## config.mk

```make
export PLATFORM = sky130hd
export DESIGN_NAME = zest_wb_decode
export DESIGN_NICKNAME = d
export VERILOG_FILES = /design/src/zest_bus_pkg.sv /design/src/zest_wb_decode.sv
export SDC_FILE = /design/constraint.sdc
export NUM_CORES = 1
export LEC_CHECK = 0
export ABC_AREA = 0
export BUFFER_PORTS_ARGS = -buffer_cell sky130_fd_sc_hd__clkbuf_2
export CAP_MARGIN = 20
export CORE_AREA = 2 2 116 118
export CTS_CLUSTER_SIZE = 24
export DETAILED_ROUTE_END_ITERATION = 8
export DIE_AREA = 0 0 118 120
export PLACE_DENSITY = 0.56
export SLEW_MARGIN = 20
export SYNTH_ARGS = -nofsm -noshare
export SYNTH_HDL_FRONTEND = slang
export SYNTH_SLANG_ARGS = --single-unit
```

## constraint.sdc

```tcl
create_clock -name dac_clk_out -period 3.01 [get_ports dac_clk_out]
set_clock_uncertainty 0.05 [all_clocks]
set_input_delay 0.7525 -clock dac_clk_out [delete_from_list [all_inputs] [get_ports dac_clk_out]]
set_output_delay 0.7525 -clock dac_clk_out [all_outputs]
set_load 0.05 [all_outputs]
```

## src/zest_bus_pkg.sv

```systemverilog
`default_nettype none

package zest_bus_pkg;

    // --------------------
    // Address map
    // --------------------

    // Region select field of the byte address
    localparam int ADR_REGION_HI = 23;
    localparam int ADR_REGION_LO = 16;

    // Word index field, byte lanes dropped
    localparam int ADR_WORD_HI = 10;
    localparam int ADR_WORD_LO = 2;

    // Region bases
    localparam logic [7:0] BASE_SFR = 8'h20;
    localparam logic [7:0] BASE_AWG = 8'h23;

    // --------------------
    // Wishbone classic
    // --------------------

    // Master to slave
    typedef struct packed {
        logic        cyc;
        logic        stb;
        logic        we;
        logic [31:0] adr;
        logic [31:0] dat;
    } wb_req_t;

    // Slave to master
    typedef struct packed {
        logic        ack;
        logic [31:0] dat;
    } wb_rsp_t;

endpackage

`default_nettype wire

```

## src/zest_wb_decode.sv

```systemverilog
`timescale 1ns/1ps
`default_nettype none

module zest_wb_decode
    import zest_bus_pkg::*;
(
    input  logic    dac_clk_out,
    input  logic    rst_n_i,
    input  wb_req_t wb_req_i,
    output wb_rsp_t wb_rsp_o,
    output wb_req_t sfr_req_o,
    input  wb_rsp_t sfr_rsp_i,
    output wb_req_t awg_req_o,
    input  wb_rsp_t awg_rsp_i
);

    logic [7:0] region;
    logic       sel_sfr;
    logic       sel_awg;
    logic       req_act;
    logic       miss_ack_q;

    // Region compare on address bits 23:16
    assign region  = wb_req_i.adr[ADR_REGION_HI:ADR_REGION_LO];
    assign sel_sfr = (region == BASE_SFR);
    assign sel_awg = (region == BASE_AWG);
    assign req_act = wb_req_i.cyc && wb_req_i.stb;

    // Strobe only reaches the addressed slave
    always_comb begin
        sfr_req_o     = wb_req_i;
        sfr_req_o.stb = wb_req_i.stb && sel_sfr;
        awg_req_o     = wb_req_i;
        awg_req_o.stb = wb_req_i.stb && sel_awg;
    end

    // --------------------
    // Unmapped regions
    // --------------------

    // Single cycle ack, writes dropped
    always_ff @(posedge dac_clk_out) begin
        if (!rst_n_i) begin
            miss_ack_q <= 1'b0;
        end else begin
            miss_ack_q <= req_act && !sel_sfr && !sel_awg && !miss_ack_q;
        end
    end

    // Response back from whichever slave is addressed
    always_comb begin
        if (sel_sfr) begin
            wb_rsp_o = sfr_rsp_i;
        end else if (sel_awg) begin
            wb_rsp_o = awg_rsp_i;
        end else begin
            wb_rsp_o.ack = miss_ack_q;
            wb_rsp_o.dat = '0;
        end
    end

    // Any ack must answer a request held in the cycle before
    a_ack_in_cycle: assert property (
        @(posedge dac_clk_out) disable iff (!rst_n_i)
        $rose(wb_rsp_o.ack) |-> $past(wb_req_i.cyc && wb_req_i.stb)
    );

endmodule

`default_nettype wire

```

[After elaboration in Yosys (flattened, before gate mapping)]
Index checks and enable logic that the tools add are counted.
Cells by class
  muxes and demuxes: 2
  equality and inequality tests: 2
  reductions and logical operators: 9
Operators by type and width (count)
  33-bit two-way mux: 2
  8-bit by 6-bit == test with 1-bit output, second input constant: 2
  1-bit logical AND: 6
  1-bit zero test: 3
Storage, ports and cells
  input bits: 135
  flip-flop bits (word level): 1
  output and inout port bits: 167

[Logic depth before layout (Yosys ltp)]
Gate-level depths: netlist of run 1.
  depth after elaboration: 5
  gate-level depth with buffers: 5
  gate-level depth less buffers: 4

[Least setup slack after synthesis of run 1]
OpenSTA, ideal clock, no wires.
  path type: input port to output port
  from: input port wb_req_i[51] (netlist name)
  to: output port wb_rsp_o[10] (netlist name)
  buffers on the path: 1
  path slack: 0.130 ns
  cell stages on the path: 4
  required time: 2.207 ns
  data arrival time: 2.077 ns
  cells stage by stage: nor4_2 -> nand3b_2 -> buf_6 -> nor2_1
RTL lines
  start, declared: line zest_wb_decode.sv:9  | input wb_req_t wb_req_i,
  end, declared: line zest_wb_decode.sv:10  | output wb_rsp_t wb_rsp_o,

==> flow_summary.ini, run 1 <==
[setup_path]
arrival_ps = 1940
crit_path_start_kind = primary input
path_cells = clkbuf_2, nor4_2, nand3b_2, buf_12, nor2_1, buf_12
critPathKind = primary input to output pin
cp_num_buf_inv = 3
crit_start = wb_req_i[51]
cp_max_fo = 33
crit_required_ps = 2210
slowest_stage = nor4_2
crit_family = simple AND/OR/NAND/NOR gates
slowest_delay_ps = 330
cp-end-kind = output pin
path_common_cell = buf_12
r2r-start = miss_ack_q

[timing]
fmax_ghz = 0.364
period_needed_ps = 2750
rsz0062_at_grt = false
relSlewSlack_pct = 81.3
fin_crit_sh_pct = 91.2
setup_tns_ps = 0
setup_viol = 0
worst_pin_slew_ps = 278
drv_slew = 0
holdWs_ps = 472
finalHoldViolations = 0

[final_layout]
final_layout_size_suffix_gt1_share_pct = 64.0
nets = 351
final_cell_mix = clkbuf_2, a22oi_1, nor2_1
top_register = miss_ack_q
design_area_sq_um = 1560
largestRegisters = miss_ack_q x1
fillers = 1507
antenna_cells = 0
area.growth.synth_to_final_pct = 0.646
largest_reg_flops = 1
fin_util_pct = 12.0
final_common_cell = clkbuf_2

[synth]
synth-seq-cells = 1
synth_cell_types = 19
yosys_warnings = 0
synthTopCellsByArea = buf_4, a22oi_1, nor2_1, buf_6, buf_2
yosys.area.top_type_share_pct = 63.9
syn_nets = 358
netlist_instances = 223
synth.cell_area_sq_um = 1550
synth_top_cell_by_area = buf_4
syn_avg_cell_area_sq_um = 6.95
synth_seq_area_share_pct = 1.29

[global_route]
overflow = 0
grt_pass1_vias = 1197
grt_pass1_wl_um = 6860
track_usage_pct = 6.06
grt_max_degree = 35
antenna_found_initial = 0

[hold_path]
min_path_type = flop to flop
hp-start = miss_ack_q

[floorplanning]
io_pins = 302
start_util_pct = 11.9
core_sq_um = 13000
dieArea_sq_um = 14200
row_count = 42
die_w_um = 118
fp.dieH_um = 120

[routing]
ant_nets = 0
wl_per_cell_um = 12.3
route.detailed.drc = 0
drt-initial-drc-count = 28
via_per_inst = 3.30
dr.pass1.iters = 4
wl_um = 4790
vias = 1287

[clock_tree]
cts_setup_buffers = 0
insertion_delay_ps = 0
clkTransAtPathRegs_ps = 0
cts_hold_buf = 0
post_cts_resized = 0

[place]
placed_area_sq_um = 1560
numPortBuffers = 130
gp_congestion = 0.724

[power_and_ir_drop]
powerDensity_nw_per_um2 = 126
power.leakage_nw = 0.756
irDropWorstVdd_mv = 0.0832

[status]
status = finished clean

[flow_run]
maxCapViolations = 0
==> metal layers <==
layer / GRT usage (%) / up-vias / wire length [um]
met1: 6.83 / 542 / 1720
met4: 4.14 / 0 / 330
met2: 10.4 / 99 / 2150
met5: 0 / - / 0
met3: 1.19 / 56 / 585
li1: - / 590 / -
==> logic make-up (layout without fill, tap and decap cells) <==
| family | after synthesis | count (layout) | share of synthesized area [%] |
|---|---|---|---|
| simple gates | 45 | 45 | 13.8 |
| buf+inv | 142 | 133 | 68.1 |
| flops | 1 | 1 | 1.29 |
| compound gates | 35 | 35 | 16.8 |
==> where the power goes <==
part	internal [W]	switching, W
Clock	0	0
Sequential	0.0000141	0.000000313
Combinational	0.0000717	0.000110
Total	0.0000858	0.000110
==> final timing paths <==
check | endpoint | slack [ps] | cells after the start
setup / recovery | wb_rsp_o[3] | 260 | 6
hold / removal | miss_ack_q | 470 | 2
setup reg to reg | miss_ack_q | 2290 | 2
hold reg to reg | miss_ack_q | 470 | 2
==> worst register-to-register path, cell delays in order (launching register included) <==
cell and delay, ps:
dfxtp_1 290, nand4b_1 160, a31oi_1 140
==> per-stage QoR <==
step           power [W]  instances  setup slack, ps
3_3_place_gp    0.000197        390              227
3_5_place_dp    0.000197        390              233
4_1_cts         0.000198        390              221
6_report        0.000196        390              264
2_1_floorplan   0.000535        223              130
5_1_grt         0.000212        390              153
==> area by class of cell <==
| cell class | instances | area [sq um] | area share, % |
|---|---|---|---|
| well taps | 176 | 220 | 14.1 |
| repair buffers | 133 | 846 | 54.2 |
| flip-flops and latches | 1 | 20.0 | 1.28 |
| multi-input cells | 80 | 474 | 30.4 |
==> synthesized netlist by cell type <==
cell type / instances
nand2_1: 1
nor2_1: 32
buf_6: 3
buf_2: 4
dfxtp_1: 1
nand4b_1: 1
buf_4: 132
nor4_2: 1
nand2b_1: 2
and3b_2: 1
a22oi_1: 32
and3_1: 2
clkbuf_1: 3
a31oi_1: 2
nand3b_2: 1
nor2_2: 1
nand3_1: 2
and2_1: 1
a21boi_0: 1
No activity file was read; power rests on OpenSTA's default activity.
==> run 2, diff against run 1 <==
--- a/config.mk
+++ b/config.mk
@@ -12,6 +12,7 @@
 export CTS_CLUSTER_SIZE = 24
 export DETAILED_ROUTE_END_ITERATION = 8
 export DIE_AREA = 0 0 118 120
+export GPL_TIMING_DRIVEN = 0
 export PLACE_DENSITY = 0.56
 export SLEW_MARGIN = 20
 export SYNTH_ARGS = -nofsm -noshare
==> run 2 against run 1 <==
Against the previous run: critical path depth unchanged; die area unchanged; worst hold slack better by 14 ps; core utilization up 11 points; setup slack worse by 120 ps; global-route usage up 1.4 points; via count up 73%; largest cell class unchanged.
==> flow_summary.ini, run 2 (same netlist as run 1, synthesis figures left out) <==
[status]
status = finished clean

[power_and_ir_drop]
powerDensity_nw_per_um2 = 226
power.leakage_nw = 1.87
irDropWorstVdd_mv = 0.0985

[timing]
setup_viol = 0
drv_slew = 0
period_needed_ps = 2870
fmax_ghz = 0.348
setup_slack_ps = 140
worst_pin_slew_ps = 305
rsz0062_at_grt = false
finalHoldViolations = 0
fin_crit_sh_pct = 95.3
relSlewSlack_pct = 79.8

[clock_tree]
clkTransAtPathRegs_ps = 0
cts_setup_buffers = 0
insertion_delay_ps = 0
cts_hold_buf = 0
post_cts_resized = 4

[global_route]
grtUsageMet1_pct = 8.49
grt_pass1_wl_um = 8850
overflow = 0
track_usage_pct = 7.49
antenna_found_initial = 0
grt_max_degree = 11
grt_pass1_vias = 1795
busiest_layer = met2
use_met3_pct = 1.66
met2_usage_pct = 15.0

[place]
numPortBuffers = 244
gp_congestion = 0.769
hpwlAfterDp_um = 5800
placedCellCount = 643
dp_slack_ps = -143

[floorplanning]
row_count = 42
start_util_pct = 11.9
die_w_um = 118
io_pins = 302
fp.dieH_um = 120
core_sq_um = 13000
dieArea_sq_um = 14200

[setup_path]
endpoint = wb_rsp_o[32]
crit_start = wb_req_i[51]
critPathKind = primary input to output pin
cp_max_fo = 5
reg2reg_setup_slack_ps = 2280
cp-end-kind = output pin
r2r-end = miss_ack_q
crit_required_ps = 2210
crit_path_start_kind = primary input
arrival_ps = 2070
ff2ff_path_depth = 2
r2r-start = miss_ack_q

[final_layout]
largestRegisters = miss_ack_q x1
multi_input_area_sq_um = 497
final_layout_size_suffix_gt1_share_pct = 83.5
top_register = miss_ack_q
antenna_cells = 0
fin_cells = 643
fillers = 1478
largest_reg_flops = 1
final_common_cell = clkbuf_2
area.growth.synth_to_final_pct = 94.7
nets = 604
final_cell_mix = clkbuf_2, buf_4, a22oi_1, nor2_1, buf_2
register_area_sq_um = 20.0

[routing]
via_per_inst = 3.47
route.detailed.drc = 0
ant_nets = 0
vias = 2231
dr.pass1.iters = 4
wl_um = 6400
wl_per_cell_um = 9.95
drt-initial-drc-count = 42

[flow_run]
maxCapViolations = 0

[hold_path]
min_path_type = flop to flop
holdPathStages = 2
## run 2: cell types whose count changed in the layout (fill, tap and decap cells not counted), sizes merged
cell / delta
buf: +127
clkbuf: +126
## run 2: area by class of cell
type,instances,share of cell area [%]
Timing Repair Buffer,244,40.5
Buffer,142,35.1
Tap cell,176,7.30
Sequential cell,1,0.663
Multi-Input combinational cell,80,16.5
## run 2: how the worst min path moves through the flow
stage / startpoint / slack, ps / to
after global placement: miss_ack_q / 490 / miss_ack_q
after CTS: miss_ack_q / 490 / miss_ack_q
after floorplan: miss_ack_q / 440 / miss_ack_q
after detailed placement: miss_ack_q / 490 / miss_ack_q
final: miss_ack_q / 490 / miss_ack_q
after global routing: miss_ack_q / 500 / miss_ack_q
## run 2: worst max-delay path, stage by stage
cell and delay [ps]:
clkbuf_2 120, nor4_4 340, and3b_2 310, nand3_1 140, nand3_1 110, clkbuf_2 280
## run 2: through the flow
stage               hold WS (ps)  setup TNS, ps  total power (W)  util (%)  cell area (sq um)
floorplan                    443              0         0.000535         -               1550
global placement             486          -1970         0.000681      23.0               2990
detailed placement           487          -1880         0.000682      23.0               2990
CTS                          488              0         0.000686      23.2               3020
global route                 503              0         0.000712      23.3               3020
finish                       486              0         0.000682      23.3               3020
## run 2: metal layers
| layer | part of all wire, % | wire length, um | up-vias |
|---|---|---|---|
| li1 | - | - | 1098 |
| met1 | 36 | 2310 | 950 |
| met2 | 52 | 3340 | 181 |
| met3 | 12 | 751 | 2 |
| met4 | 0.031 | 2 | 0 |
| met5 | 0 | 0 | - |
## run 2: power breakdown
part	internal, W	switching (W)	total, W
Sequential	0.0000141	0.000000374	0.0000145
Clock	0	0	0
Combinational	0.000224	0.000444	0.000667
