## src/zest_dac_pkg.sv

```systemverilog
`default_nettype none

package zest_dac_pkg;

    // Sample widths
    localparam int DAC_DW = 14;
    localparam int DUC_DW = 16;

    // Waveform memory geometry
    localparam int AWG_DEPTH = 256;
    localparam int AWG_AW    = 8;

    typedef logic [DAC_DW-1:0]        dac_sample_t;
    typedef logic signed [DUC_DW-1:0] duc_sample_t;

    // --------------------
    // Control registers
    // --------------------

    // Register 0, board pins in the top byte
    typedef struct packed {
        logic [2:0]  rsvd_hi;
        logic        pwr_en_b;
        logic        pwr_sync;
        logic        adc_sync;
        logic        dac_reset;
        logic        adc_pdwn;
        logic [23:0] rsvd_lo;
    } ctrl0_t;

    // Register 1, DAC source selection
    typedef struct packed {
        logic [27:0] rsvd;
        logic        dac1_enable;
        logic        dac1_src_sel;
        logic        dac0_enable;
        logic        dac0_src_sel;
    } ctrl1_t;

    // Same storage word, read per register layout
    typedef union packed {
        logic [31:0] raw;
        ctrl0_t      c0;
        ctrl1_t      c1;
    } sfr_word_u;

    // Board pins, pwr_en already active high
    typedef struct packed {
        logic adc_pdwn;
        logic dac_reset;
        logic adc_sync;
        logic pwr_sync;
        logic pwr_en;
    } board_ctrl_t;

    // Per channel enable and source
    typedef struct packed {
        logic dac1_enable;
        logic dac1_src_sel;
        logic dac0_enable;
        logic dac0_src_sel;
    } dac_sel_t;

    // I on channel 0, Q on channel 1
    typedef struct packed {
        dac_sample_t i;
        dac_sample_t q;
    } dac_pair_t;

endpackage

`default_nettype wire

```

## src/zest_dac_mux.sv

```systemverilog
`timescale 1ns/1ps
`default_nettype none

module zest_dac_mux
    import zest_dac_pkg::*;
(
    input  logic        dac_clk_out,
    input  logic        rst_n_i,
    input  dac_sel_t    dac_sel_i,
    input  dac_sample_t awg_sample_i,
    input  logic        awg_valid_i,
    input  duc_sample_t duc_i_i,
    input  duc_sample_t duc_q_i,
    output dac_pair_t   dac_o
);

    dac_sample_t awg_q;
    dac_pair_t   pair_d;
    dac_pair_t   pair_q;

    // Zero, DUC top bits or generator sample
    function automatic dac_sample_t pick(
        input logic        enable,
        input logic        src_sel,
        input duc_sample_t duc,
        input dac_sample_t awg
    );
        dac_sample_t res;
        if (!enable) begin
            res = '0;
        end else if (src_sel) begin
            res = awg;
        end else begin
            res = duc[DUC_DW-1 -: DAC_DW];
        end
        return res;
    endfunction

    // Generator retimed, blanked while not valid
    always_ff @(posedge dac_clk_out) begin
        if (!rst_n_i) begin
            awg_q <= '0;
        end else begin
            awg_q <= awg_valid_i ? awg_sample_i : '0;
        end
    end

    always_comb begin
        pair_d.i = pick(dac_sel_i.dac0_enable, dac_sel_i.dac0_src_sel, duc_i_i, awg_q);
        pair_d.q = pick(dac_sel_i.dac1_enable, dac_sel_i.dac1_src_sel, duc_q_i, awg_q);
    end

    // --------------------
    // Output register
    // --------------------

    always_ff @(posedge dac_clk_out) begin
        if (!rst_n_i) begin
            pair_q <= '0;
        end else begin
            pair_q <= pair_d;
        end
    end

    assign dac_o = pair_q;

    // Disabled channel is quiet on the next sample
    a_i_disabled: assert property (
        @(posedge dac_clk_out) disable iff (!rst_n_i)
        !dac_sel_i.dac0_enable |=> (dac_o.i == '0)
    );

    a_q_disabled: assert property (
        @(posedge dac_clk_out) disable iff (!rst_n_i)
        !dac_sel_i.dac1_enable |=> (dac_o.q == '0)
    );

endmodule

`default_nettype wire

```

## config.mk

```make
export PLATFORM = sky130hd
export DESIGN_NAME = zest_dac_mux
export DESIGN_NICKNAME = d
export VERILOG_FILES = /design/src/zest_dac_pkg.sv /design/src/zest_dac_mux.sv
export SDC_FILE = /design/constraint.sdc
export NUM_CORES = 1
export LEC_CHECK = 0
export ABC_CLOCK_PERIOD_IN_PS = 1200
export BUFFER_PORTS_ARGS = -buffer_cell sky130_fd_sc_hd__buf_2
export CAP_MARGIN = 0
export CORE_ASPECT_RATIO = 0.8
export CORE_UTILIZATION = 46
export DETAILED_ROUTE_END_ITERATION = 8
export PLACE_DENSITY_LB_ADDON = 0.1
export SETUP_SLACK_MARGIN = 0.15
export SKIP_CTS_REPAIR_TIMING = 1
export SLEW_MARGIN = 40
export SYNTH_ARGS = -nofsm -noshare
export SYNTH_HDL_FRONTEND = slang
export SYNTH_SLANG_ARGS = --single-unit
```

## constraint.sdc

```tcl
create_clock -name dac_clk_out -period 1.2 [get_ports dac_clk_out]
set_clock_uncertainty 0.1 [all_clocks]
set_input_delay 0.06 -clock dac_clk_out [delete_from_list [all_inputs] [get_ports dac_clk_out]]
set_output_delay 0.06 -clock dac_clk_out [all_outputs]
set_load 0.01 [all_outputs]
```

## Word-level counts from Yosys, hierarchy flattened

Index checks and enable logic that the tools add are counted.

- Reduce and logical (&&, ||, !) cells: 3
- Magnitude comparators: 0
- Eq/ne operators: 0
- Bitwise logic cells: 0
- Divide/modulo/power cells: 0
- Shifts and indexed selects: 0
- Muxes and demuxes: 2
- Multipliers: 0
- Add/sub/neg operators: 0

Operator list:

| operator | count |
|---|---|
| $mux 14 | 2 |
| $reduce_and 2->1 | 3 |

- Register bits: 42
- Logic and storage cells: 8
- RAM bits: 0
- ROM bits: 0
- Latch bits: 0
- Memories: 0

## Depth between registers and ports, before layout

Gate-level depths: netlist of the first run.

- Word-level depth: 1
- Depth in mapped cells: 4
- Depth with buffers taken out: 2

## Least setup slack after synthesis of the first run

Ideal clock, no wire load.

- Path kind: input to register
- From: input port dac_sel_i[2] (netlist name)
- To: register pair_q (netlist bit dac_o[10])
- Arrival time: 506 ps
- Stages: 4
- Path slack: 479 ps
- Buffers on the path: 2
- Library setup time: 114 ps
- Data required time: 986 ps
- Cells stage by stage: buf_6 -> buf_12 -> mux2i_1 -> nor2_1

- Cells in the longest elaborated chain, start to end: 1

Ends and longest elaborated chain:

| element | RTL line | text |
|---|---|---|
| from (decl) | zest_dac_mux.sv:9 | `input dac_sel_t dac_sel_i,` |
| $mux 14 | zest_dac_mux.sv:31 | `end else if (src_sel) begin` |
| to (signal assigned) | zest_dac_mux.sv:61 | `pair_q <= pair_d;` |
| to (decl) | zest_dac_mux.sv:19 | `dac_pair_t pair_q;` |

No other way between the ends.
A chain may end at the register's enable or synchronous reset.

## Worst setup path after layout of the first run

- From: register pair_q (netlist bit dac_o[6])
- To: output port dac_o[6] (netlist name)

RTL lines:

| element | RTL line | text |
|---|---|---|
| to (decl) | zest_dac_mux.sv:14 | `output dac_pair_t dac_o` |

No word-level cell between the ends.

==> flow_metrics.env, run 1 <==
export IMPL_syn_num_nets=175
export IMPL_synth_top_area_share_pct=59.0
export IMPL_vias=1233
export IMPL_initial_core_util_pct=50.0
export IMPL_synth_cells=122
export IMPL_cp_top_family="flip-flops"
export IMPL_hp_class="input pin to flip-flop"
export IMPL_ys_seq_area_share_pct=59.0
export IMPL_ys_ff_latch=42
export IMPL_r2r_slack_ps=430
export IMPL_syn_to_final_growth_pct=59.4
export IMPL_cts_sinks=42
export IMPL_synth_area_per_cell_um2=11.7
export IMPL_netlist_area_um2=1430
export IMPL_fin_cells=278
export IMPL_routed_top_layer="met4"
export IMPL_cts_root_buf="clkbuf_8"
export IMPL_synth_async_reset_ratio_pct=0
export IMPL_synth_compound_area_share_pct=0
export IMPL_critPathBufInv=1
export IMPL_final_min_period_over_clock_period_pct=74.7
export IMPL_grt_max_degree=17
export IMPL_track_usage_pct=19.5
export IMPL_yosysUniqueCellTypes=10
export IMPL_path_max_fanout=1
export IMPL_setup_violations=0
export IMPL_place_gp_congestion=0.625
export IMPL_synthAdderAreaFrac_pct=0
export IMPL_outcome="finished, final reports clean"
export IMPL_nNetsFinal=292
export IMPL_worstPathArrival_ps=740
export IMPL_core_area_um2=2850
export IMPL_setup_worst_path_start_class="flip-flop"
export IMPL_io_pins=81
export IMPL_maxCapViolCount=0
export IMPL_yosys_warnings=0
export IMPL_grt_pass1_wl_um=4640
export IMPL_period_minus_slack_ps=896
export IMPL_yosys_area_share_simple_pct=14.7
export IMPL_timing_rr_start="awg_q[7]$_SDFF_PN0_"
export IMPL_rsz0062_at_grt="false"
export IMPL_tns_ps=0
export IMPL_crit_path_top_delay_cell="dfxtp_1"
export IMPL_die_area_um2=3330
export IMPL_numCtsBuffers=5
export IMPL_vias_per_cell=4.44
export IMPL_fillCellCount=211
export IMPL_wl_um=3520
export IMPL_critPathCaptureType="output pin"
export IMPL_min_to="awg_q[3]$_SDFF_PN0_"
export IMPL_tightest_slew_ps=445
export IMPL_antenna_found_initial=0
export IMPL_synth_common_cells="dfxtp_1, mux2i_1, nor2_1"
export IMPL_hold_viol_final=0
export IMPL_antenna_left=0
export IMPL_leakage_uw=0.00119
export IMPL_synth_top_family_by_area="multiplexers"
export IMPL_htree_levels=2
export IMPL_met1_length_um=1470
export IMPL_cts_tree="done"
export IMPL_power_density_nw_per_um2=1210
export IMPL_first_pass_iters=4
export IMPL_overflow=0
export IMPL_synth_edf_count=0
export IMPL_worstSetupPathType="flip-flop to output pin"
export IMPL_slew_viol_final=0
export IMPL_slowest_delay_ps=330
export IMPL_synth_area_top_cells="dfxtp_1, mux2i_1, nor2_1"
export IMPL_slew_headroom_pct=70.3
export IMPL_critical_path_required_ps=1040
export IMPL_clkLatencyLatePin_ps=280
export IMPL_synth_top_area_cell="dfxtp_1"
export IMPL_clk_pin_slew_ps=70
export IMPL_synth_area_mux_share_pct=19.7
export IMPL_route_met3_wl_um=180
export IMPL_die_w_um=64.2
export IMPL_clockBufferDepth=2
export IMPL_drtIter0Drc=32
export IMPL_num_antenna_cells=0
export IMPL_vdd_drop_max_mv=0.846
export IMPL_post_drt_wl_per_cell_um=12.7
export IMPL_worstHoldPathCells=2
export IMPL_rows=17
export IMPL_r2r_end="dac_o[7]$_SDFF_PN0_"
export IMPL_critical_path_cell_chain="buf_2"
export IMPL_fmax_mhz=1120
export IMPL_met2_length_um=1830
export IMPL_die_h_um=51.8
export IMPL_synth_most_common_cell="dfxtp_1"
export IMPL_yosys_most_used_dff="dfxtp_1"
export IMPL_drive_above_1_share_pct=37.1
export IMPL_dp_hpwl_um=2090
export IMPL_dp_cells=228
export IMPL_grt_pass1_vias=1062
export IMPL_min_from="awg_valid_i"
export IMPL_drcViolationCount=0
export IMPL_synth_xor_area_share_pct=0
export IMPL_r2r_worst_path_cells=2
export IMPL_io_buffers=76
-- per-layer routing --
layer	GRT usage, %	vias up
met2	34.0	44
li1	-	634
met3	6.80	6
met5	0	-
met1	22.0	549
met4	7.78	0
-- cells in the final DEF (no fill, tap or decap), drive strengths merged --
cell type and n:
nor2 28, clkinv 1, and3 14, dfxtp 42
dlygate4sd3 42, nand2 2, mux2i 28, buf 76
clkbuf 7
-- power by group --
| group | internal, uW | switching, uW |
|---|---|---|
| Clock | 464 | 437 |
| Combinational | 225 | 149 |
| Sequential | 1440 | 17.8 |
-- sequential cells by signal, indices dropped and copies added (netlist names) --
| register | count |
|---|---|
| awg_q | 14 |
| dac_o | 28 |
-- worst max path at each step --
stage / to / slack (ps) / start / cells after the start
final: dac_o[6] / 300 / dac_o[6]$_SDFF_PN0_ / 1
after global routing: dac_o[6] / 260 / dac_o[6]$_SDFF_PN0_ / 1
after CTS: dac_o[22] / 300 / dac_o[22]$_SDFF_PN0_ / 1
after detailed placement: dac_o[4]$_SDFF_PN0_ / 220 / dac_sel_i[2] / 3
after global placement: dac_o[25]$_SDFF_PN0_ / 260 / dac_sel_i[0] / 3
after floorplan: dac_o[10]$_SDFF_PN0_ / 480 / dac_sel_i[2] / 4
-- logic make-up after synthesis --
group	Yosys count
and+or+nand+nor	44
muxes	28
DFF	42
buffers and inverters	8
-- final cells by class --
class                           instances  area, um2  share of cell area (%)
Sequential cell                        42        841                    37.0
Clock buffer                            7       86.3                    3.80
Timing Repair Buffer                  118        801                    35.3
Multi-Input combinational cell         72        490                    21.6
Tap cell                               38       47.5                    2.09
Clock inverter                          1       5.00                   0.220
-- per-stage QoR --
step | total power [uW] | utilization, % | area, um2 | hold slack (ps) | setup slack, ps
floorplan | 1650 | - | 1430 | 104 | 479
CTS | 2660 | 64.9 | 1850 | -101 | 298
global route | 2870 | 79.7 | 2270 | 45.7 | 265
global placement | 1750 | 61.7 | 1760 | 190 | 262
detailed placement | 1760 | 61.7 | 1760 | 198 | 225
finish | 2740 | 79.7 | 2270 | 46.5 | 304
Note: power is estimated with default switching activity, not from simulation.
==> run 2: changes to the inputs <==
- ABC_CLOCK_PERIOD_IN_PS: 1200 -> 900
- CORE_UTILIZATION: 46 -> 42
- clock period: 1.2 -> 0.9 ns (I/O delays scaled with it)
==> flow_metrics.env, run 2 (synthesis gave the netlist of run 1 again) <==
export IMPL_setup_worst_path_start_class="flip-flop"
export IMPL_die_area_um2=3630
export IMPL_fin_cells=239
export IMPL_rows=18
export IMPL_rsz0062_at_grt="true"
export IMPL_drive_above_1_share_pct=57.8
export IMPL_slowest_delay_ps=330
export IMPL_setup_violations=0
export IMPL_nNetsFinal=253
export IMPL_critPathCaptureType="output pin"
export IMPL_vias_per_cell=4.65
export IMPL_cts_tree="done"
export IMPL_seq_area_um2=871
export IMPL_first_pass_iters=4
export IMPL_dp_hpwl_um=2200
export IMPL_r2r_end="dac_o[19]$_SDFF_PN0_"
export IMPL_tightest_slew_ps=294
export IMPL_layout_commonest_cell="buf_2"
export IMPL_wl_um=3090
export IMPL_path_max_fanout=1
export IMPL_overflow=0
export IMPL_violations="hold timing"
export IMPL_worstHoldPathCells=3
export IMPL_drcViolationCount=0
export IMPL_hold_viol_final=42
export IMPL_maxCapViolCount=0
export IMPL_io_pins=81
export IMPL_outcome="finished with violations"
export IMPL_drtIter0Drc=22
export IMPL_worstSetupPathType="flip-flop to output pin"
export IMPL_critical_path_required_ps=750
export IMPL_period_minus_slack_ps=864
export IMPL_fmax_mhz=1160
export IMPL_initial_core_util_pct=45.2
export IMPL_largest_reg_flops=28
export IMPL_final_min_period_over_clock_period_pct=95.9
export IMPL_cp_num_cells=1
export IMPL_r2r_slack_ps=140
export IMPL_slew_headroom_pct=80.3
export IMPL_syn_to_final_growth_pct=41.0
export IMPL_grt_pass1_wl_um=4550
export IMPL_slew_viol_final=0
export IMPL_grt_max_degree=15
export IMPL_power_density_nw_per_um2=1750
export IMPL_antenna_found_initial=0
export IMPL_cts_sinks=42
export IMPL_layout_common_cells="buf_2, mux2i_1, nor2_1"
export IMPL_hp_class="input pin to flip-flop"
export IMPL_crit_end="dac_o[6]"
export IMPL_crit_path_top_delay_cell="dfxtp_2"
export IMPL_leakage_uw=0.00105
export IMPL_die_w_um=67.1
export IMPL_multi_input_area_um2=490
export IMPL_cts_root_buf="clkbuf_8"
export IMPL_cp_top_family="flip-flops"
export IMPL_track_usage_pct=18.2
export IMPL_r2r_worst_path_cells=2
export IMPL_timing_rr_start="awg_q[5]$_SDFF_PN0_"
export IMPL_io_buffers=76
export IMPL_die_h_um=54.1
export IMPL_post_drt_wl_per_cell_um=12.9
export IMPL_worstPathArrival_ps=720
export IMPL_grt_pass1_vias=1005
export IMPL_htree_levels=2
export IMPL_fillCellCount=263
export IMPL_clkLatencyLatePin_ps=280
export IMPL_vias=1112
export IMPL_critical_path_cell_chain="buf_6"
export IMPL_fin_hold_ws_ps=-106
export IMPL_num_antenna_cells=0
export IMPL_antenna_left=0
export IMPL_core_area_um2=3150
export IMPL_place_gp_congestion=0.652
export IMPL_critPathLaunch="dac_o[6]$_SDFF_PN0_"
export IMPL_clockBufferDepth=2
export IMPL_numCtsBuffers=5
export IMPL_dp_cells=233
export IMPL_power_uw=3510
export IMPL_critPathBufInv=1
export IMPL_vdd_drop_max_mv=1.03
export IMPL_clk_pin_slew_ps=70
run 2: per-layer routing:
layer / track usage, % / up-vias / part of all wire, %
met5: 0 / - / 0
met3: 7.63 / 2 / 7.0
met1: 20.8 / 508 / 42
li1: - / 558 / -
met2: 31.0 / 44 / 51
met4: 5.32 / 0 / 0.36
run 2: where the power goes:
part | switching (uW) | internal (uW) | leakage [uW]
clock | 554 | 591 | 0.0000431
sequential | 29.2 | 1930 | 0.000353
combinational | 174 | 224 | 0.000658
run 2: cell type report:
| cell class | count | area share, % |
|---|---|---|
| sequential | 42 | 43.3 |
| clock buffer | 6 | 4.11 |
| timing repair buffer | 79 | 25.7 |
| tap | 40 | 2.49 |
| multi-input combinational | 72 | 24.4 |
run 2: metrics by stage:
step	area, um2	hold slack (ps)	TNS [ps]	utilization [%]	setup WS, ps
2_1_floorplan	1430	88.9	0	-	194
3_3_place_gp	1810	175	0	57.4	107
3_5_place_dp	1810	184	0	57.4	31.5
4_1_cts	1890	-112	0	60.0	6.04
5_1_grt	2010	-119	-8.90	63.7	-5.66
6_report	2010	-106	0	63.7	36.5
run 2: how the worst min path moves through the flow:
stage | start | end | slack [ps]
after global placement | duc_i_i[14] | dac_o[26]$_SDFF_PN0_ | 180
final | duc_q_i[12] | dac_o[10]$_SDFF_PN0_ | -110
after floorplan | duc_q_i[2] | dac_o[0]$_SDFF_PN0_ | 90
after global routing | awg_sample_i[12] | awg_q[12]$_SDFF_PN0_ | -120
after CTS | duc_q_i[12] | dac_o[10]$_SDFF_PN0_ | -110
after detailed placement | duc_q_i[12] | dac_o[10]$_SDFF_PN0_ | 180
==> run 3: changes to the inputs <==
- ABC_AREA: default -> 1
- CORE_UTILIZATION: 42 -> 44
==> flow_metrics.env, run 3 <==
export IMPL_cp_num_cells=1
export IMPL_synth_edf_count=0
export IMPL_cp_top_family="flip-flops"
export IMPL_critPathBufInv=1
export IMPL_dp_cells=320
export IMPL_min_from="duc_q_i[8]"
export IMPL_hold_viol_final=26
export IMPL_crit_end="dac_o[1]"
export IMPL_netlist_area_um2=1530
export IMPL_ys_seq_area_share_pct=54.9
export IMPL_outcome="finished with violations"
export IMPL_grt_pass1_wl_um=4660
export IMPL_synth_area_per_cell_um2=7.30
export IMPL_final_min_period_over_clock_period_pct=95.5
export IMPL_vias_per_cell=4.16
export IMPL_critPathLaunch="dac_o[1]$_SDFF_PN0_"
export IMPL_critical_path_required_ps=750
export IMPL_htree_levels=2
export IMPL_r2r_slack_ps=130
export IMPL_fmax_mhz=1160
export IMPL_critPathCaptureType="output pin"
export IMPL_r2r_worst_path_cells=4
export IMPL_setup_violations=0
export IMPL_die_w_um=68.0
export IMPL_yosys_most_used_dff="dfxtp_1"
export IMPL_r2r_end="dac_o[24]$_SDFF_PN0_"
export IMPL_vias=1427
export IMPL_leakage_uw=0.00125
export IMPL_io_pins=81
export IMPL_layout_commonest_cell="buf_2"
export IMPL_power_density_nw_per_um2=1560
export IMPL_first_pass_iters=4
export IMPL_tightest_slew_ps=210
export IMPL_drcViolationCount=0
export IMPL_syn_to_final_growth_pct=51.1
export IMPL_setup_worst_path_start_class="flip-flop"
export IMPL_overflow=0
export IMPL_ys_ff_latch=42
export IMPL_postLayoutCoreUtil_pct=72.4
export IMPL_tns_ps=0
export IMPL_grt_max_degree=29
export IMPL_nNetsFinal=356
export IMPL_path_max_fanout=1
export IMPL_clk_pin_slew_ps=80
export IMPL_rows=18
export IMPL_crit_path_top_delay_cell="dfxtp_1"
export IMPL_antenna_left=0
export IMPL_place_gp_congestion=0.716
export IMPL_initial_core_util_pct=47.9
export IMPL_worstPathArrival_ps=710
export IMPL_syn_num_nets=263
export IMPL_clkLatencyLatePin_ps=280
export IMPL_numCtsBuffers=5
export IMPL_hp_class="input pin to flip-flop"
export IMPL_cts_sinks=42
export IMPL_dp_hpwl_um=2280
export IMPL_worstSetupPathType="flip-flop to output pin"
export IMPL_synth_async_reset_ratio_pct=0
export IMPL_timing_rr_start="awg_q[10]$_SDFF_PN0_"
export IMPL_grt_pass1_vias=1092
export IMPL_slowest_delay_ps=320
export IMPL_slew_viol_final=0
export IMPL_yosysUniqueCellTypes=9
export IMPL_fillCellCount=272
export IMPL_critical_path_cell_chain="buf_2"
export IMPL_wl_um=3310
export IMPL_drive_above_1_share_pct=47.2
export IMPL_yosys_warnings=0
export IMPL_synth_area_top_cells="dfxtp_1, nor2_1, nand2_1"
export IMPL_layout_common_cells="buf_2, nor2_1, nand2_1"
export IMPL_antenna_found_initial=0
export IMPL_fin_cells=343
export IMPL_cts_root_buf="clkbuf_8"
export IMPL_core_area_um2=3200
export IMPL_io_buffers=76
export IMPL_largest_reg_flops=28
export IMPL_fin_hold_ws_ps=-136
export IMPL_cts_tree="done"
export IMPL_synth_top_area_share_pct=54.9
export IMPL_die_area_um2=3720
export IMPL_clockBufferDepth=2
export IMPL_track_usage_pct=17.4
export IMPL_maxCapViolCount=0
export IMPL_synth_cells=210
export IMPL_synth_top_area_cell="dfxtp_1"
export IMPL_num_antenna_cells=0
export IMPL_violations="hold timing"
export IMPL_synth_most_common_cell="nor2_1"
export IMPL_vdd_drop_max_mv=1.06
export IMPL_slew_headroom_pct=86.0
export IMPL_post_drt_wl_per_cell_um=9.64
export IMPL_rsz0062_at_grt="true"
export IMPL_period_minus_slack_ps=859
export IMPL_synth_common_cells="nor2_1, nand2_1, dfxtp_1"
export IMPL_drtIter0Drc=76
export IMPL_die_h_um=54.8
-- run 3: cell count changes after synthesis, moves of 2 or more --
cell,change
inv_1,+28
buf_4,+2
and3_1,-10
mux2i_1,-28
nand2_1,+59
nor2_2,+2
and3_2,-4
buf_6,+2
nand2_2,-2
nor2_1,+40
buf_12,-2
clkinv_2,+2
-- run 3: stage by stage --
stage	instance area, um2	hold WS, ps	power, uW	setup slack, ps
global route	2320	-112	3780	6.79
global placement	1940	161	2430	94.1
finish	2320	-136	3610	40.8
detailed placement	1940	165	2430	88.1
CTS	2010	-136	3510	27.3
floorplan	1530	57.2	2240	225
-- run 3: kinds of logic after synthesis --
group	synth area share, %
buffers and inverters	13.2
DFF	54.9
and+or+nand+nor	31.9
-- run 3: where the power goes --
group | switching, uW | internal (uW)
registers | 25.2 | 1940
clock network | 582 | 521
logic | 258 | 278
-- run 3: cell type report --
cell class | instances | area (um2) | area share (%)
clock buffers | 5 | 68.8 | 2.97
flip-flops and latches | 42 | 867 | 37.4
multi-input cells | 129 | 542 | 23.4
inverters | 30 | 115 | 4.97
clock inverters | 2 | 10.0 | 0.432
well taps | 40 | 50.0 | 2.16
repair buffers | 95 | 663 | 28.6
-- run 3: routing by layer --
| layer | GRT usage [%] | wire length (um) | vias to the layer above |
|---|---|---|---|
| met2 | 26.5 | 1440 | 44 |
| met3 | 5.63 | 209 | 2 |
| li1 | - | - | 780 |
| met1 | 24.0 | 1650 | 601 |
| met5 | 0 | 0 | - |
| met4 | 3.13 | 10 | 0 |
-- run 3: how the worst min path moves through the flow --
stage,end,slack (ps),cells after the start
final,dac_o[6]$_SDFF_PN0_,-140,3
after global routing,dac_o[11]$_SDFF_PN0_,-110,3
after CTS,awg_q[10]$_SDFF_PN0_,-140,3
after detailed placement,awg_q[10]$_SDFF_PN0_,160,3
after global placement,awg_q[11]$_SDFF_PN0_,160,3
after floorplan,awg_q[0]$_SDFF_PN0_,60,2
