[src/zest_bus_pkg.sv]
`default_nettype none

package zest_bus_pkg;

    // --------------------
    // Address map
    // --------------------

    // Region select field of the byte address
    localparam int ADR_REGION_HI = 23;
    localparam int ADR_REGION_LO = 16;

    // Word index field, byte lanes dropped
    localparam int ADR_WORD_HI = 10;
    localparam int ADR_WORD_LO = 2;

    // Region bases
    localparam logic [7:0] BASE_SFR = 8'h20;
    localparam logic [7:0] BASE_AWG = 8'h23;

    // --------------------
    // Wishbone classic
    // --------------------

    // Master to slave
    typedef struct packed {
        logic        cyc;
        logic        stb;
        logic        we;
        logic [31:0] adr;
        logic [31:0] dat;
    } wb_req_t;

    // Slave to master
    typedef struct packed {
        logic        ack;
        logic [31:0] dat;
    } wb_rsp_t;

endpackage

`default_nettype wire

[src/zest_dac_pkg.sv]
`default_nettype none

package zest_dac_pkg;

    // Sample widths
    localparam int DAC_DW = 14;
    localparam int DUC_DW = 16;

    // Waveform memory geometry
    localparam int AWG_DEPTH = 256;
    localparam int AWG_AW    = 8;

    typedef logic [DAC_DW-1:0]        dac_sample_t;
    typedef logic signed [DUC_DW-1:0] duc_sample_t;

    // --------------------
    // Control registers
    // --------------------

    // Register 0, board pins in the top byte
    typedef struct packed {
        logic [2:0]  rsvd_hi;
        logic        pwr_en_b;
        logic        pwr_sync;
        logic        adc_sync;
        logic        dac_reset;
        logic        adc_pdwn;
        logic [23:0] rsvd_lo;
    } ctrl0_t;

    // Register 1, DAC source selection
    typedef struct packed {
        logic [27:0] rsvd;
        logic        dac1_enable;
        logic        dac1_src_sel;
        logic        dac0_enable;
        logic        dac0_src_sel;
    } ctrl1_t;

    // Same storage word, read per register layout
    typedef union packed {
        logic [31:0] raw;
        ctrl0_t      c0;
        ctrl1_t      c1;
    } sfr_word_u;

    // Board pins, pwr_en already active high
    typedef struct packed {
        logic adc_pdwn;
        logic dac_reset;
        logic adc_sync;
        logic pwr_sync;
        logic pwr_en;
    } board_ctrl_t;

    // Per channel enable and source
    typedef struct packed {
        logic dac1_enable;
        logic dac1_src_sel;
        logic dac0_enable;
        logic dac0_src_sel;
    } dac_sel_t;

    // I on channel 0, Q on channel 1
    typedef struct packed {
        dac_sample_t i;
        dac_sample_t q;
    } dac_pair_t;

endpackage

`default_nettype wire

[src/zest_sfr.sv]
`timescale 1ns/1ps
`default_nettype none

module zest_sfr
    import zest_bus_pkg::*;
    import zest_dac_pkg::*;
(
    input  logic        dac_clk_out,
    input  logic        rst_n_i,
    input  wb_req_t     wb_req_i,
    output wb_rsp_t     wb_rsp_o,
    output board_ctrl_t board_o,
    output dac_sel_t    dac_sel_o
);

    logic [ADR_WORD_HI-ADR_WORD_LO:0] word;
    logic                             req_act;
    logic                             wr_en;
    logic [31:0]                      rd_data;
    sfr_word_u                        ctrl0_q;
    sfr_word_u                        ctrl1_q;
    wb_rsp_t                          rsp_q;

    assign word = wb_req_i.adr[ADR_WORD_HI:ADR_WORD_LO];

    // New access only, not the cycle holding ack
    assign req_act = wb_req_i.cyc && wb_req_i.stb && !rsp_q.ack;
    assign wr_en   = req_act && wb_req_i.we;

    // --------------------
    // Register file
    // --------------------

    // Update lands on the same edge that raises ack
    always_ff @(posedge dac_clk_out) begin
        if (!rst_n_i) begin
            ctrl0_q.raw <= '0;
            ctrl1_q.raw <= '0;
        end else if (wr_en) begin
            case (word)
                'd0:     ctrl0_q.raw <= wb_req_i.dat;
                'd1:     ctrl1_q.raw <= wb_req_i.dat;
                default: ;
            endcase
        end
    end

    // Words 2 and up read as zero
    always_comb begin
        case (word)
            'd0:     rd_data = ctrl0_q.raw;
            'd1:     rd_data = ctrl1_q.raw;
            default: rd_data = '0;
        endcase
    end

    always_ff @(posedge dac_clk_out) begin
        if (!rst_n_i) begin
            rsp_q <= '0;
        end else begin
            rsp_q.ack <= req_act;
            if (req_act) begin
                rsp_q.dat <= rd_data;
            end
        end
    end

    assign wb_rsp_o = rsp_q;

    // --------------------
    // Field decode
    // --------------------

    // Board pins from register 0 view
    always_comb begin
        board_o.adc_pdwn  = ctrl0_q.c0.adc_pdwn;
        board_o.dac_reset = ctrl0_q.c0.dac_reset;
        board_o.adc_sync  = ctrl0_q.c0.adc_sync;
        board_o.pwr_sync  = ctrl0_q.c0.pwr_sync;
        // Supply enable pin is active low in the register
        board_o.pwr_en    = !ctrl0_q.c0.pwr_en_b;
    end

    // Source selection from register 1 view
    always_comb begin
        dac_sel_o.dac0_src_sel = ctrl1_q.c1.dac0_src_sel;
        dac_sel_o.dac0_enable  = ctrl1_q.c1.dac0_enable;
        dac_sel_o.dac1_src_sel = ctrl1_q.c1.dac1_src_sel;
        dac_sel_o.dac1_enable  = ctrl1_q.c1.dac1_enable;
    end

endmodule

`default_nettype wire

[config.mk]
export PLATFORM = sky130hd
export DESIGN_NAME = zest_sfr
export DESIGN_NICKNAME = d
export VERILOG_FILES = /design/src/zest_bus_pkg.sv /design/src/zest_dac_pkg.sv /design/src/zest_sfr.sv
export SDC_FILE = /design/constraint.sdc
export NUM_CORES = 1
export LEC_CHECK = 0
export ABC_AREA = 1
export BUFFER_PORTS_ARGS = -buffer_cell sky130_fd_sc_hd__buf_2
export CAP_MARGIN = 20
export CORE_MARGIN = 5
export CORE_UTILIZATION = 55
export CTS_BUF_LIST = sky130_fd_sc_hd__clkbuf_4 sky130_fd_sc_hd__clkbuf_8
export DETAILED_ROUTE_END_ITERATION = 8
export GPL_ROUTABILITY_DRIVEN = 0
export PLACE_DENSITY = 0.78
export SETUP_SLACK_MARGIN = 0.02
export SYNTH_ARGS = -nofsm -noshare
export SYNTH_HDL_FRONTEND = slang
export SYNTH_SLANG_ARGS = --single-unit
[constraint.sdc]
create_clock -name dac_clk_out -period 1.35 [get_ports dac_clk_out]
set_input_delay 0.27 -clock dac_clk_out [delete_from_list [all_inputs] [get_ports dac_clk_out]]
set_output_delay 0.27 -clock dac_clk_out [all_outputs]
set_load 0.01 [all_outputs]
**After elaboration in Yosys (flattened, before gate mapping)**

Cells that the tools add are included.

- Output and inout bits: 42
- Flip-flop bits (word level): 97
- Input bits: 69
- Logic and storage cells: 14

- Multiplexer cells: 1
- Equal/unequal tests: 1
- Reductions and logical operators: 8

Operators by type and width:

| operator | number |
|---|---|
| one-hot mux 32 bit (2 select lines) | 1 |
| == test 9 x 1 -> 1 bit, second input constant | 1 |
| logical NOT 9 bit | 1 |
| AND reduction 2 bit | 2 |
| logical AND 1 bit | 3 |
| logical NOT 1 bit | 2 |

**Longest topological paths before layout**

Gate-level depths: netlist of the first run.

- Word-level depth: 4
- Mapped depth: 8
- Depth with buffers taken out: 7

**Worst setup path before layout of the first run**

Ideal clock, no wire load.

- Path kind: reg-to-reg
- Start point: reg rsp_q (netlist bit wb_rsp_o[32])
- End point: reg ctrl0_q[10] (netlist name)
- Arrival time: 1132 ps
- Required time: 1237 ps
- Library setup time: 113 ps
- Setup slack: 105 ps
- Period minus slack after synthesis: 1245 ps
- Path buffers: 1
- Cell stages (with the launch flop): 8
- Path through: dfxtp_1 -> inv_1 -> nand3_1 -> nor2_2 -> nand2_2 -> clkbuf_1 -> nor2_1 -> nor2_1

- Word-level cells in the longest chain between the ends: 4

RTL lines:

| element | RTL line | RTL |
|---|---|---|
| from (decl) | zest_sfr.sv:22 | `wb_rsp_t rsp_q;` |
| logical NOT 1 bit | zest_sfr.sv:27 | `assign req_act = wb_req_i.cyc && wb_req_i.stb && !rsp_q.ack;` |
| logical AND 1 bit | zest_sfr.sv:27 |  |
| logical AND 1 bit | zest_sfr.sv:28 | `assign wr_en = req_act && wb_req_i.we;` |
| AND reduction 2 bit (no line) | - |  |
| to (decl) | zest_sfr.sv:20 | `sfr_word_u ctrl0_q;` |

No other way between the ends.
A chain may end at the register's enable or synchronous reset.

**Worst setup path after layout of the first run**

- Start point: reg rsp_q (netlist bit wb_rsp_o[32])
- End point: reg ctrl1_q[20] (netlist name)

- Word-level cells in the longest chain between the ends: 4

RTL lines:

| element | RTL line | RTL |
|---|---|---|
| logical NOT 1 bit | zest_sfr.sv:27 |  |
| logical AND 1 bit | zest_sfr.sv:27 |  |
| logical AND 1 bit | zest_sfr.sv:28 |  |
| AND reduction 2 bit (no line) | - |  |
| to (decl) | zest_sfr.sv:21 | `sfr_word_u ctrl1_q;` |

No other way between the ends.

==> results of run 1 <==
-- cells in the final DEF, fill, tap and decap left out --
cell	instances
buf_12	7
buf_16	1
buf_2	87
buf_4	21
buf_6	1
clkbuf_16	3
clkbuf_8	10
clkinv_2	2
clkinv_4	1
clkinvlp_4	2
dfxtp_1	96
dfxtp_2	1
inv_1	101
inv_2	2
inv_6	1
inv_8	1
nand2_1	163
nand2_2	3
nand3_1	96
nand3_2	1
nand3_4	1
nor2_1	197
nor2_2	4
nor2_4	2
-- stage by stage --
stage,worst slack (ps),instance area [sq um],power [mW],TNS (ps),instances
after floorplan,105,4490,3.28,0,716
after global routing,20.2,5430,5.48,0,909
after detailed placement,-135,5110,3.52,-7040,889
final,100,5430,5.26,0,909
after global placement,-64.2,5110,3.51,-2200,889
after CTS,31.6,5340,5.26,0,906
-- flip-flops by register name, summed over array words and instances (netlist names) --
register  cells
ctrl0_q      32
ctrl1_q      32
wb_rsp_o     33
-- worst max-delay path by stage --
stage	cells past startpoint	slack, ps	startpoint	to
floorplan	7	100	wb_rsp_o[32]	ctrl0_q[10]
global placement	9	-60	wb_req_i[37]	wb_rsp_o[19]
detailed placement	9	-130	wb_req_i[38]	ctrl1_q[14]
CTS	9	30	wb_rsp_o[32]	wb_rsp_o[25]
global route	8	20	wb_rsp_o[32]	ctrl1_q[1]
finish	7	100	wb_rsp_o[32]	ctrl1_q[20]
-- layer usage --
layer | vias to the layer above | wire length (um)
li1 | 2277 | -
met1 | 2007 | 4830
met2 | 125 | 5800
met3 | 17 | 638
met4 | 0 | 199
met5 | - | 0
-- repair_timing --
| item | 4_1_cts | 5_1_grt |
|---|---|---|
| pin swaps | 0 | 0 |
| gates resized for setup | 3 | 8 |
| endpoints found under the setup margin | 4 | 28 |
| setup buffers | 0 | 0 |
| gates cloned | 1 | 3 |
-- power by group through the flow --
stage	logic (mW)	registers [mW]	clock network, mW
after floorplan	0.235	3.04	0
after global routing	0.609	2.96	1.92
after detailed placement	0.503	3.02	0
final	0.553	2.95	1.76
after global placement	0.495	3.01	0
after CTS	0.524	2.95	1.78
-- worst max-delay path: stages, from the launching register on --
cell and delay (ps):
dfxtp_2 330, inv_2 40, nand3_2 100, nor2_4 140, nand3_4 150, buf_12 200
nor2_1 120, nor2_1 60
-- layout make-up --
cell class / count / area (sq um) / area share (%)
flip-flops and latches: 97 / 1940 / 35.8
multi-input cells: 467 / 1930 / 35.5
repair buffers: 120 / 847 / 15.6
inverters: 104 / 398 / 7.33
clock buffers: 10 / 138 / 2.54
well taps: 105 / 131 / 2.42
clock inverters: 6 / 42.5 / 0.784
-- kinds of logic after synthesis --
| logic type | share of synthesized area (%) |
|---|---|
| DFF | 43.2 |
| and+or+nand+nor | 42.4 |
| buffers and inverters | 14.4 |
==> impl_metrics.ini, run 1 <==
[outcome]
status = completed

[timing]
finalHoldViolCount = 0
timing.final.crit_share_pct = 92.6
max_freq_mhz = 800
rsz0062_at_grt = yes
clock_skew_ps = 12.1
drv_slew = 0
setup-violations-final = 0
post-route-min-period_ps = 1250
tightestPinTransition_ps = 473
whs_ps = 140
maxSlewHeadroom_pct = 68.4

[routing]
via_per_inst = 4.87
drt_iter0_drc = 190
num_vias = 4426
route.detailed.drc = 0
postRouteAntennaNets = 0
wirelength_um = 11500
dr.pass1.iters = 4
routedWlPerCell_um = 12.6

[global_routing]
grt_use_met1_pct = 28.1
grt_pass1_wl_um = 18400
grt_overflow = 0
gr-max-usage-layer = met2
antenna_found_initial = 0
grt_pass1_vias = 4092
use_met3_pct = 3.47
grt_max_degree = 45
grtUsageTotal_pct = 22.4
use_met2_pct = 39.4

[yosys]
yosys.area.top_type_share_pct = 43.2
yosysMostFrequentCell = nor2_1
synth.area.top_cells = dfxtp_1 43%, nor2_1 17%, nand2_1 14%, nand3_1 11%, inv_1 8.5%
synth_area_per_cell_sq_um = 6.28
syn_area_sq_mm = 0.00449
async_flop_share_pct = 0
syn_inst = 716
synth_seq_cells = 97
ys_dominant_reg_cell = dfxtp_1
yosysWarnings = 0
seq_area_frac_synth_pct = 43.2
syn_nets = 785
yosys.area.top_type = dfxtp_1
synth_cell_type_count = 14
synthTopCellsByCount = 199 x nor2_1, 165 x nand2_1, 102 x inv_1, 97 x dfxtp_1, 97 x nand3_1
synth_edf_count = 0

[setup_path]
critPathLaunchType = register
r2r_setup_slack_ps = 100
critPathKind = reg -> reg
reg2reg_from = wb_rsp_o[32]
rr_endpoint = ctrl1_q[20]
cp-end-kind = register
critPathMaxFanout = 24
r2r_cells = 7
crit_arrival_ps = 1510
worst-endpoint-required_ps = 1610

[floorplanning]
rows = 33
die_area_sq_mm = 0.0101
die_w_um = 100
core_area_sq_mm = 0.00809
ios = 111
die_h_um = 100
start_util_pct = 55.5

[power_and_ir_drop]
p_int_mw = 3.87
p_leak_nw = 3.03
swShare_pct = 26.4
power_switching_mw = 1.39
p_seq_share_pct = 56.1
ir_worst_vdd_mv = 0.623
power.density_mw_per_mm2 = 970
clkPwrFrac_pct = 33.4
power_frac_comb_pct = 10.5

[clocking]
clockRootBuffer = clkbuf_8
cts_buffer_depth = 2
clk_latency_ps = 360
cts_max_level = 3
cts_made_buffers = 9
clk_pin_slew_worst_paths_ps = 100
cts_tree = built
hold_buffers = 0
clock_sinks = 97

[min_path]
hold_class = in -> reg
hold_depth = 3
worstHoldStart = wb_req_i[4]
min_to = ctrl0_q[4]

[final_layout]
nFillCells = 760
antenna_cells = 0
nets = 868
fin_util_pct = 67.0
drive_gt1_share_pct = 18.8
areaGrowthSynthToFinish_pct = 20.7

[placed_design]
io_buffers = 87
dp_hpwl_um = 7600

[run]
maxCapViolations = 0
Power figures use the tool's default switching activity.
==> run 2: changes to the inputs <==
--- a/config.mk
+++ b/config.mk
@@ -13,6 +13,7 @@
 export CTS_BUF_LIST = sky130_fd_sc_hd__clkbuf_4 sky130_fd_sc_hd__clkbuf_8
 export DETAILED_ROUTE_END_ITERATION = 8
 export GPL_ROUTABILITY_DRIVEN = 0
+export GPL_TIMING_DRIVEN = 0
 export PLACE_DENSITY = 0.78
 export SETUP_SLACK_MARGIN = 0.02
 export SYNTH_ARGS = -nofsm -noshare
==> run 2 against run 1 <==
  * The run now ends with setup timing left
  * Final area rose by 5.4%
  * Sequential power hardly changed
  * Clock skew is 0.54 ps lower
  * Largest cell class is now multi-input combinational cells
  * Critical path type unchanged
  * Final cell count is 2.9% higher
  * Global-route usage rose by 1.5 points
  * Critical endpoint is now ctrl0_q[31]
  * Sequential share of layout area down 1.8 points
  * Via count grew 6.3%
  * Register-to-register slack lost 130 ps
  * First-iteration DRC count up 67%
  * Critical path depth increased by 2
==> impl_metrics.ini, run 2 (synthesis gave the netlist of run 1 again) <==
[timing]
setup-violations-final = 18
tightestPinTransition_ps = 591
fin_ws_ps = -27.8
timing.final.crit_share_pct = 102
finalHoldViolCount = 0
rsz0062_at_grt = yes
drv_slew = 0
maxSlewHeadroom_pct = 60.6
post-route-min-period_ps = 1380
clock_skew_ps = 11.6
max_freq_mhz = 726

[clocking]
clk_pin_slew_worst_paths_ps = 90
clk_latency_ps = 370
cts_max_level = 3
cts_made_buffers = 9
hold_buffers = 0
clockRootBuffer = clkbuf_8
cts_buffer_depth = 2
cts_tree = built
clock_sinks = 97

[routing]
routedWlPerCell_um = 13.7
dr.pass1.iters = 5
wirelength_um = 12800
route.detailed.drc = 0
num_vias = 4707
postRouteAntennaNets = 0
drt_iter0_drc = 318
via_per_inst = 5.03

[setup_path]
crit_path_frequent_cell = nand2_1
worst-endpoint-required_ps = 1650
critPathMaxFanout = 5
r2r_setup_slack_ps = -30
reg2reg_from = wb_rsp_o[32]
critPathLaunchType = register
crit_arrival_ps = 1670
critPathKind = reg -> reg
slowest_stage = dfxtp_2
cp-end-kind = register
r2r_cells = 9
crit_chain = inv_2, nand3_4, nor2_4, buf_6, nand2_4, buf_8, nand2_1, nand2_1, nor2_1
critical-path-top-delay-family = simple AND/OR/NAND/NOR gates
cpPeakStageDelay_ps = 340
worst-path-buf-inv = 3
rr_endpoint = ctrl0_q[31]

[global_routing]
grt_overflow = 0
grtUsageTotal_pct = 23.9
grt_pass1_wl_um = 19400
grt_max_degree = 16
grt_pass1_vias = 4205
antenna_found_initial = 0

[floorplanning]
core_area_sq_mm = 0.00809
start_util_pct = 55.5
die_area_sq_mm = 0.0101
rows = 33
die_h_um = 100
ios = 111
die_w_um = 100

[placed_design]
dp_hpwl_um = 8160
dp.cells = 908
post_dp_cell_area_sq_mm = 0.00506
io_buffers = 87

[min_path]
hold_class = in -> reg
hold_depth = 3
worstHoldStart = wb_req_i[11]
min_to = ctrl1_q[11]

[power_and_ir_drop]
power_switching_mw = 1.36
p_leak_nw = 3.09
ir_worst_vdd_mv = 0.611
power.density_mw_per_mm2 = 915
p_int_mw = 3.87
swShare_pct = 26.0
power_frac_comb_pct = 10.0
p_seq_share_pct = 56.3
clkPwrFrac_pct = 33.7

[final_layout]
ff_latch_area_sq_mm = 0.00194
mostFrequentLayoutCells = 192 x nor2_1, 130 x nand2_1, 101 x inv_1, 96 x nand3_1, 96 x dfxtp_1
final_area_sq_mm = 0.00572
final_cells = 935
layout_commonest_cell = nor2_1
nFillCells = 721
drive_gt1_share_pct = 24.3
antenna_cells = 0
areaGrowthSynthToFinish_pct = 27.2
nets = 894
multi_input_area_sq_mm = 0.00212
largest_register_ffs = 33

[outcome]
status = finished with violations
violations = setup timing

[run]
maxCapViolations = 0
==> run 2: what timing repair did <==
| item | CTS | global route |
|---|---|---|
| buffers inserted | 2 | 2 |
| gates cloned | 2 | 5 |
| endpoints found under the setup margin | 91 | 93 |
| pin swaps | 4 | 18 |
| endpoints found under the hold margin | 0 | 0 |
| resized for setup | 23 | 80 |
==> run 2: layer usage <==
metal,vias up,GRT usage (%),share of wire (%)
met5,-,0,0
li1,2339,-,-
met2,213,38.9,48
met3,33,4.86,9.0
met4,0,8.91,2.5
met1,2122,31.5,40
==> run 2: layout make-up <==
cell class              instances  share of cell area [%]
inverters                     104                    6.83
flip-flops and latches         97                    34.0
clock inverters                 4                   0.503
clock buffers                  12                    2.67
repair buffers                 96                    10.5
plain buffers                  48                    6.19
well taps                     105                    2.30
multi-input cells             469                    37.0
==> run 2: power groups by stage <==
stage,logic [mW],clock network (mW),registers [mW]
finish,0.523,1.76,2.95
global route,0.575,1.91,2.96
CTS,0.501,1.78,2.95
detailed placement,0.489,0,3.01
global placement,0.483,0,3.01
floorplan,0.235,0,3.04
==> run 2: how the worst max path moves through the flow <==
stage          cells past startpoint          from  slack [ps]      endpoint
2_1_floorplan                      7  wb_rsp_o[32]         100   ctrl0_q[10]
3_3_place_gp                       9  wb_req_i[37]        -260  wb_rsp_o[28]
3_5_place_dp                       9  wb_req_i[37]        -280  wb_rsp_o[28]
4_1_cts                            8  wb_rsp_o[32]          20   ctrl1_q[26]
5_1_grt                            9  wb_rsp_o[32]         -90    ctrl0_q[0]
6_report                           9  wb_rsp_o[32]         -30   ctrl0_q[31]
==> run 2: worst reg2reg max path: stages, from the launching register on <==
cell     delay (ps)
dfxtp_2         340
inv_2            60
nand3_4         100
nor2_4          170
buf_6           160
nand2_4         100
buf_8           170
nand2_1          70
nand2_1          50
nor2_1          110
==> run 2: per-stage QoR <==
step	setup TNS (ps)	hold WS (ps)	utilization [%]	power, mW	worst slack (ps)
floorplan	0	405	-	3.28	105
global placement	-15160	497	62.5	3.49	-262
detailed placement	-19250	499	62.5	3.50	-284
CTS	0	138	66.3	5.23	21.4
global route	-3020	128	70.6	5.44	-92.4
finish	-177	127	70.6	5.23	-27.8
==> run 3: changes to the inputs <==
--- a/config.mk
+++ b/config.mk
@@ -5,11 +5,11 @@
 export SDC_FILE = /design/constraint.sdc
 export NUM_CORES = 1
 export LEC_CHECK = 0
-export ABC_AREA = 1
 export BUFFER_PORTS_ARGS = -buffer_cell sky130_fd_sc_hd__buf_2
 export CAP_MARGIN = 20
+export CORE_ASPECT_RATIO = 0.6
 export CORE_MARGIN = 5
-export CORE_UTILIZATION = 55
+export CORE_UTILIZATION = 54
 export CTS_BUF_LIST = sky130_fd_sc_hd__clkbuf_4 sky130_fd_sc_hd__clkbuf_8
 export DETAILED_ROUTE_END_ITERATION = 8
 export GPL_ROUTABILITY_DRIVEN = 0
==> run 3 against run 2 <==
  * The flow still finishes with violations (setup timing)
  * Die area shrank 4.5%
  * Register-to-register slack got worse by 40 ps
  * Global-route usage fell by 1.0 points
  * Setup slack got worse by 44 ps
  * Hold slack gained 31 ps
  * Sequential cell count unchanged
  * Critical endpoint is now ctrl0_q[28]
  * Largest power group unchanged
  * Highest routed layer unchanged
==> impl_metrics.ini, run 3 <==
[yosys]
yosysWarnings = 0
synth_area_per_cell_sq_um = 9.49
synth_seq_cells = 97
syn_nets = 508
syn_inst = 439
yosys.area.top_type = dfxtp_1
syn_area_sq_mm = 0.00417
synthTopCellsByCount = 128 x nand2_1, 97 x dfxtp_1, 64 x mux2i_1, 33 x nand4_1
synth.area.top_cells = dfxtp_1 47%, mux2i_1 15%, nand2_1 12%, mux2_2 8.6%, a21boi_0 5.8%
ys_dominant_reg_cell = dfxtp_1
seq_area_frac_synth_pct = 46.6
yosysMostFrequentCell = nand2_1
yosys.area.top_type_share_pct = 46.6
async_flop_share_pct = 0
synth_cell_type_count = 17
synth_edf_count = 0

[power_and_ir_drop]
ir_worst_vdd_mv = 0.616
p_int_mw = 3.90
power.density_mw_per_mm2 = 991
p_seq_share_pct = 56.0
power_frac_comb_pct = 6.3
clkPwrFrac_pct = 37.7
power_switching_mw = 1.21
swShare_pct = 23.7
p_leak_nw = 2.57
total_power_mw = 5.11

[routing]
dr.pass1.iters = 4
route.detailed.drc = 0
num_vias = 3491
wirelength_um = 11000
drt_iter0_drc = 242
routedWlPerCell_um = 16.9
via_per_inst = 5.35
postRouteAntennaNets = 0

[run]
maxCapViolations = 0

[global_routing]
antenna_found_initial = 0
grt_max_degree = 16
grt_pass1_wl_um = 17300
grtUsageTotal_pct = 22.9
grt_overflow = 0
grt_pass1_vias = 3588

[final_layout]
layout_commonest_cell = nand2_1
nets = 612
largest_register_ffs = 33
nFillCells = 602
antenna_cells = 0
final_area_sq_mm = 0.00516
mostFrequentLayoutCells = 128 x nand2_1, 96 x dfxtp_1, 87 x buf_2, 63 x mux2i_1, 33 x nand4_1
drive_gt1_share_pct = 32.3
areaGrowthSynthToFinish_pct = 23.8

[setup_path]
crit_arrival_ps = 1690
critPathMaxFanout = 5
worst-endpoint-required_ps = 1620
critPathKind = reg -> reg
critPathLaunchType = register
cp-end-kind = register

[floorplanning]
core_area_sq_mm = 0.00739
die_area_sq_mm = 0.00963
ios = 111
start_util_pct = 56.4
die_h_um = 78.0
die_w_um = 123
rows = 24

[timing]
max_freq_mhz = 703
post-route-min-period_ps = 1420
rsz0062_at_grt = yes
fin_ws_ps = -71.8
setup-violations-final = 20
drv_slew = 0
tightestPinTransition_ps = 564
finalHoldViolCount = 0
timing.final.crit_share_pct = 105
maxSlewHeadroom_pct = 62.4
clock_skew_ps = 9.02

[clocking]
cts_max_level = 3
clk_latency_ps = 380
clock_sinks = 97
cts_made_buffers = 9
clk_pin_slew_worst_paths_ps = 90
cts_buffer_depth = 2
cts_tree = built
clockRootBuffer = clkbuf_8

[min_path]
hold_class = in -> reg

[placed_design]
post_dp_cell_area_sq_mm = 0.00474
dp_hpwl_um = 7780
io_buffers = 85
dp_slack_ps = -481

[outcome]
violations = setup timing
status = finished with violations
run 3: cell count changes after synthesis, moves of 3 or more:
cell      before  now
a21boi_0       0   32
buf_2         19    8
buf_6          3    0
clkbuf_1      18   27
inv_1        102    1
mux2_2         0   32
mux2i_1        0   64
nand2_1      165  128
nand3_1       97    0
nand4_1        0   33
nor2_1       199    0
nor2_2         3    0
run 3: metrics by stage:
| stage | hold WS (ps) | std cells | utilization, % | setup TNS [ps] |
|---|---|---|---|---|
| finish | 158 | 652 | 69.9 | -692 |
| global route | 171 | 652 | 69.9 | -3700 |
| CTS | 148 | 649 | 68.1 | 0 |
| detailed placement | 452 | 628 | 64.2 | -36590 |
| global placement | 441 | 628 | 64.2 | -33860 |
| floorplan | 431 | 439 | - | -2310 |
run 3: cell families (layout without fill, tap and decap cells):
| group | after synthesis | after routing | share of synthesized area, % |
|---|---|---|---|
| and+or+nand+nor | 168 | 168 | 18.5 |
| muxes | 96 | 96 | 24.0 |
| AOI/OAI and AO/OA | 32 | 32 | 5.77 |
| buffers and inverters | 46 | 155 | 5.11 |
| DFF | 97 | 97 | 46.6 |
run 3: final timing paths:
| check | start | to | slack (ps) | cells after the start |
|---|---|---|---|---|
| hold reg to reg | ctrl1_q[26] | ctrl1_q[26] | 460 | 2 |
| setup reg to reg | wb_rsp_o[32] | ctrl0_q[28] | -70 | 5 |
| hold / removal | wb_req_i[23] | ctrl0_q[23] | 160 | 3 |
| setup / recovery | wb_rsp_o[32] | ctrl0_q[28] | -70 | 5 |
run 3: power groups by stage:
stage                     combinational (mW)  sequential, mW  clock (mW)
after detailed placement               0.307            2.93           0
after global placement                 0.301            2.93           0
after floorplan                        0.169            2.93           0
after CTS                              0.313            2.86        1.96
final                                  0.321            2.86        1.93
after global routing                   0.350            2.86        2.08
run 3: critical path, stage by stage (launching register included):
cell	delay, ps
dfxtp_2	340
and4b_1	280
nand4b_1	200
buf_6	210
clkbuf_16	160
mux2i_1	120
run 3: per-layer routing:
| layer | track usage (%) | share of wire, % | vias to the layer above |
|---|---|---|---|
| met5 | 0 | 0 | - |
| li1 | - | - | 1705 |
| met1 | 29.5 | 45 | 1667 |
| met4 | 6.08 | 1.5 | 0 |
| met3 | 6.61 | 6.6 | 16 |
| met2 | 37.8 | 47 | 103 |
run 3: area by class of cell:
cell class	instances	area, sq um	area share [%]
inverter	1	3.75	0.0727
buffer	43	288	5.58
sequential	97	1940	37.7
clock buffer	11	145	2.81
tap	104	130	2.52
multi-input combinational	296	2020	39.1
timing repair buffer	95	578	11.2
clock inverter	5	55.1	1.07
run 3: timing repair:
item	in CTS	in global routing
resized for setup	18	29
endpoints found under the setup margin	90	92
pin swaps	0	0
setup buffers	6	0
gates cloned	0	4
hold buffers	0	0
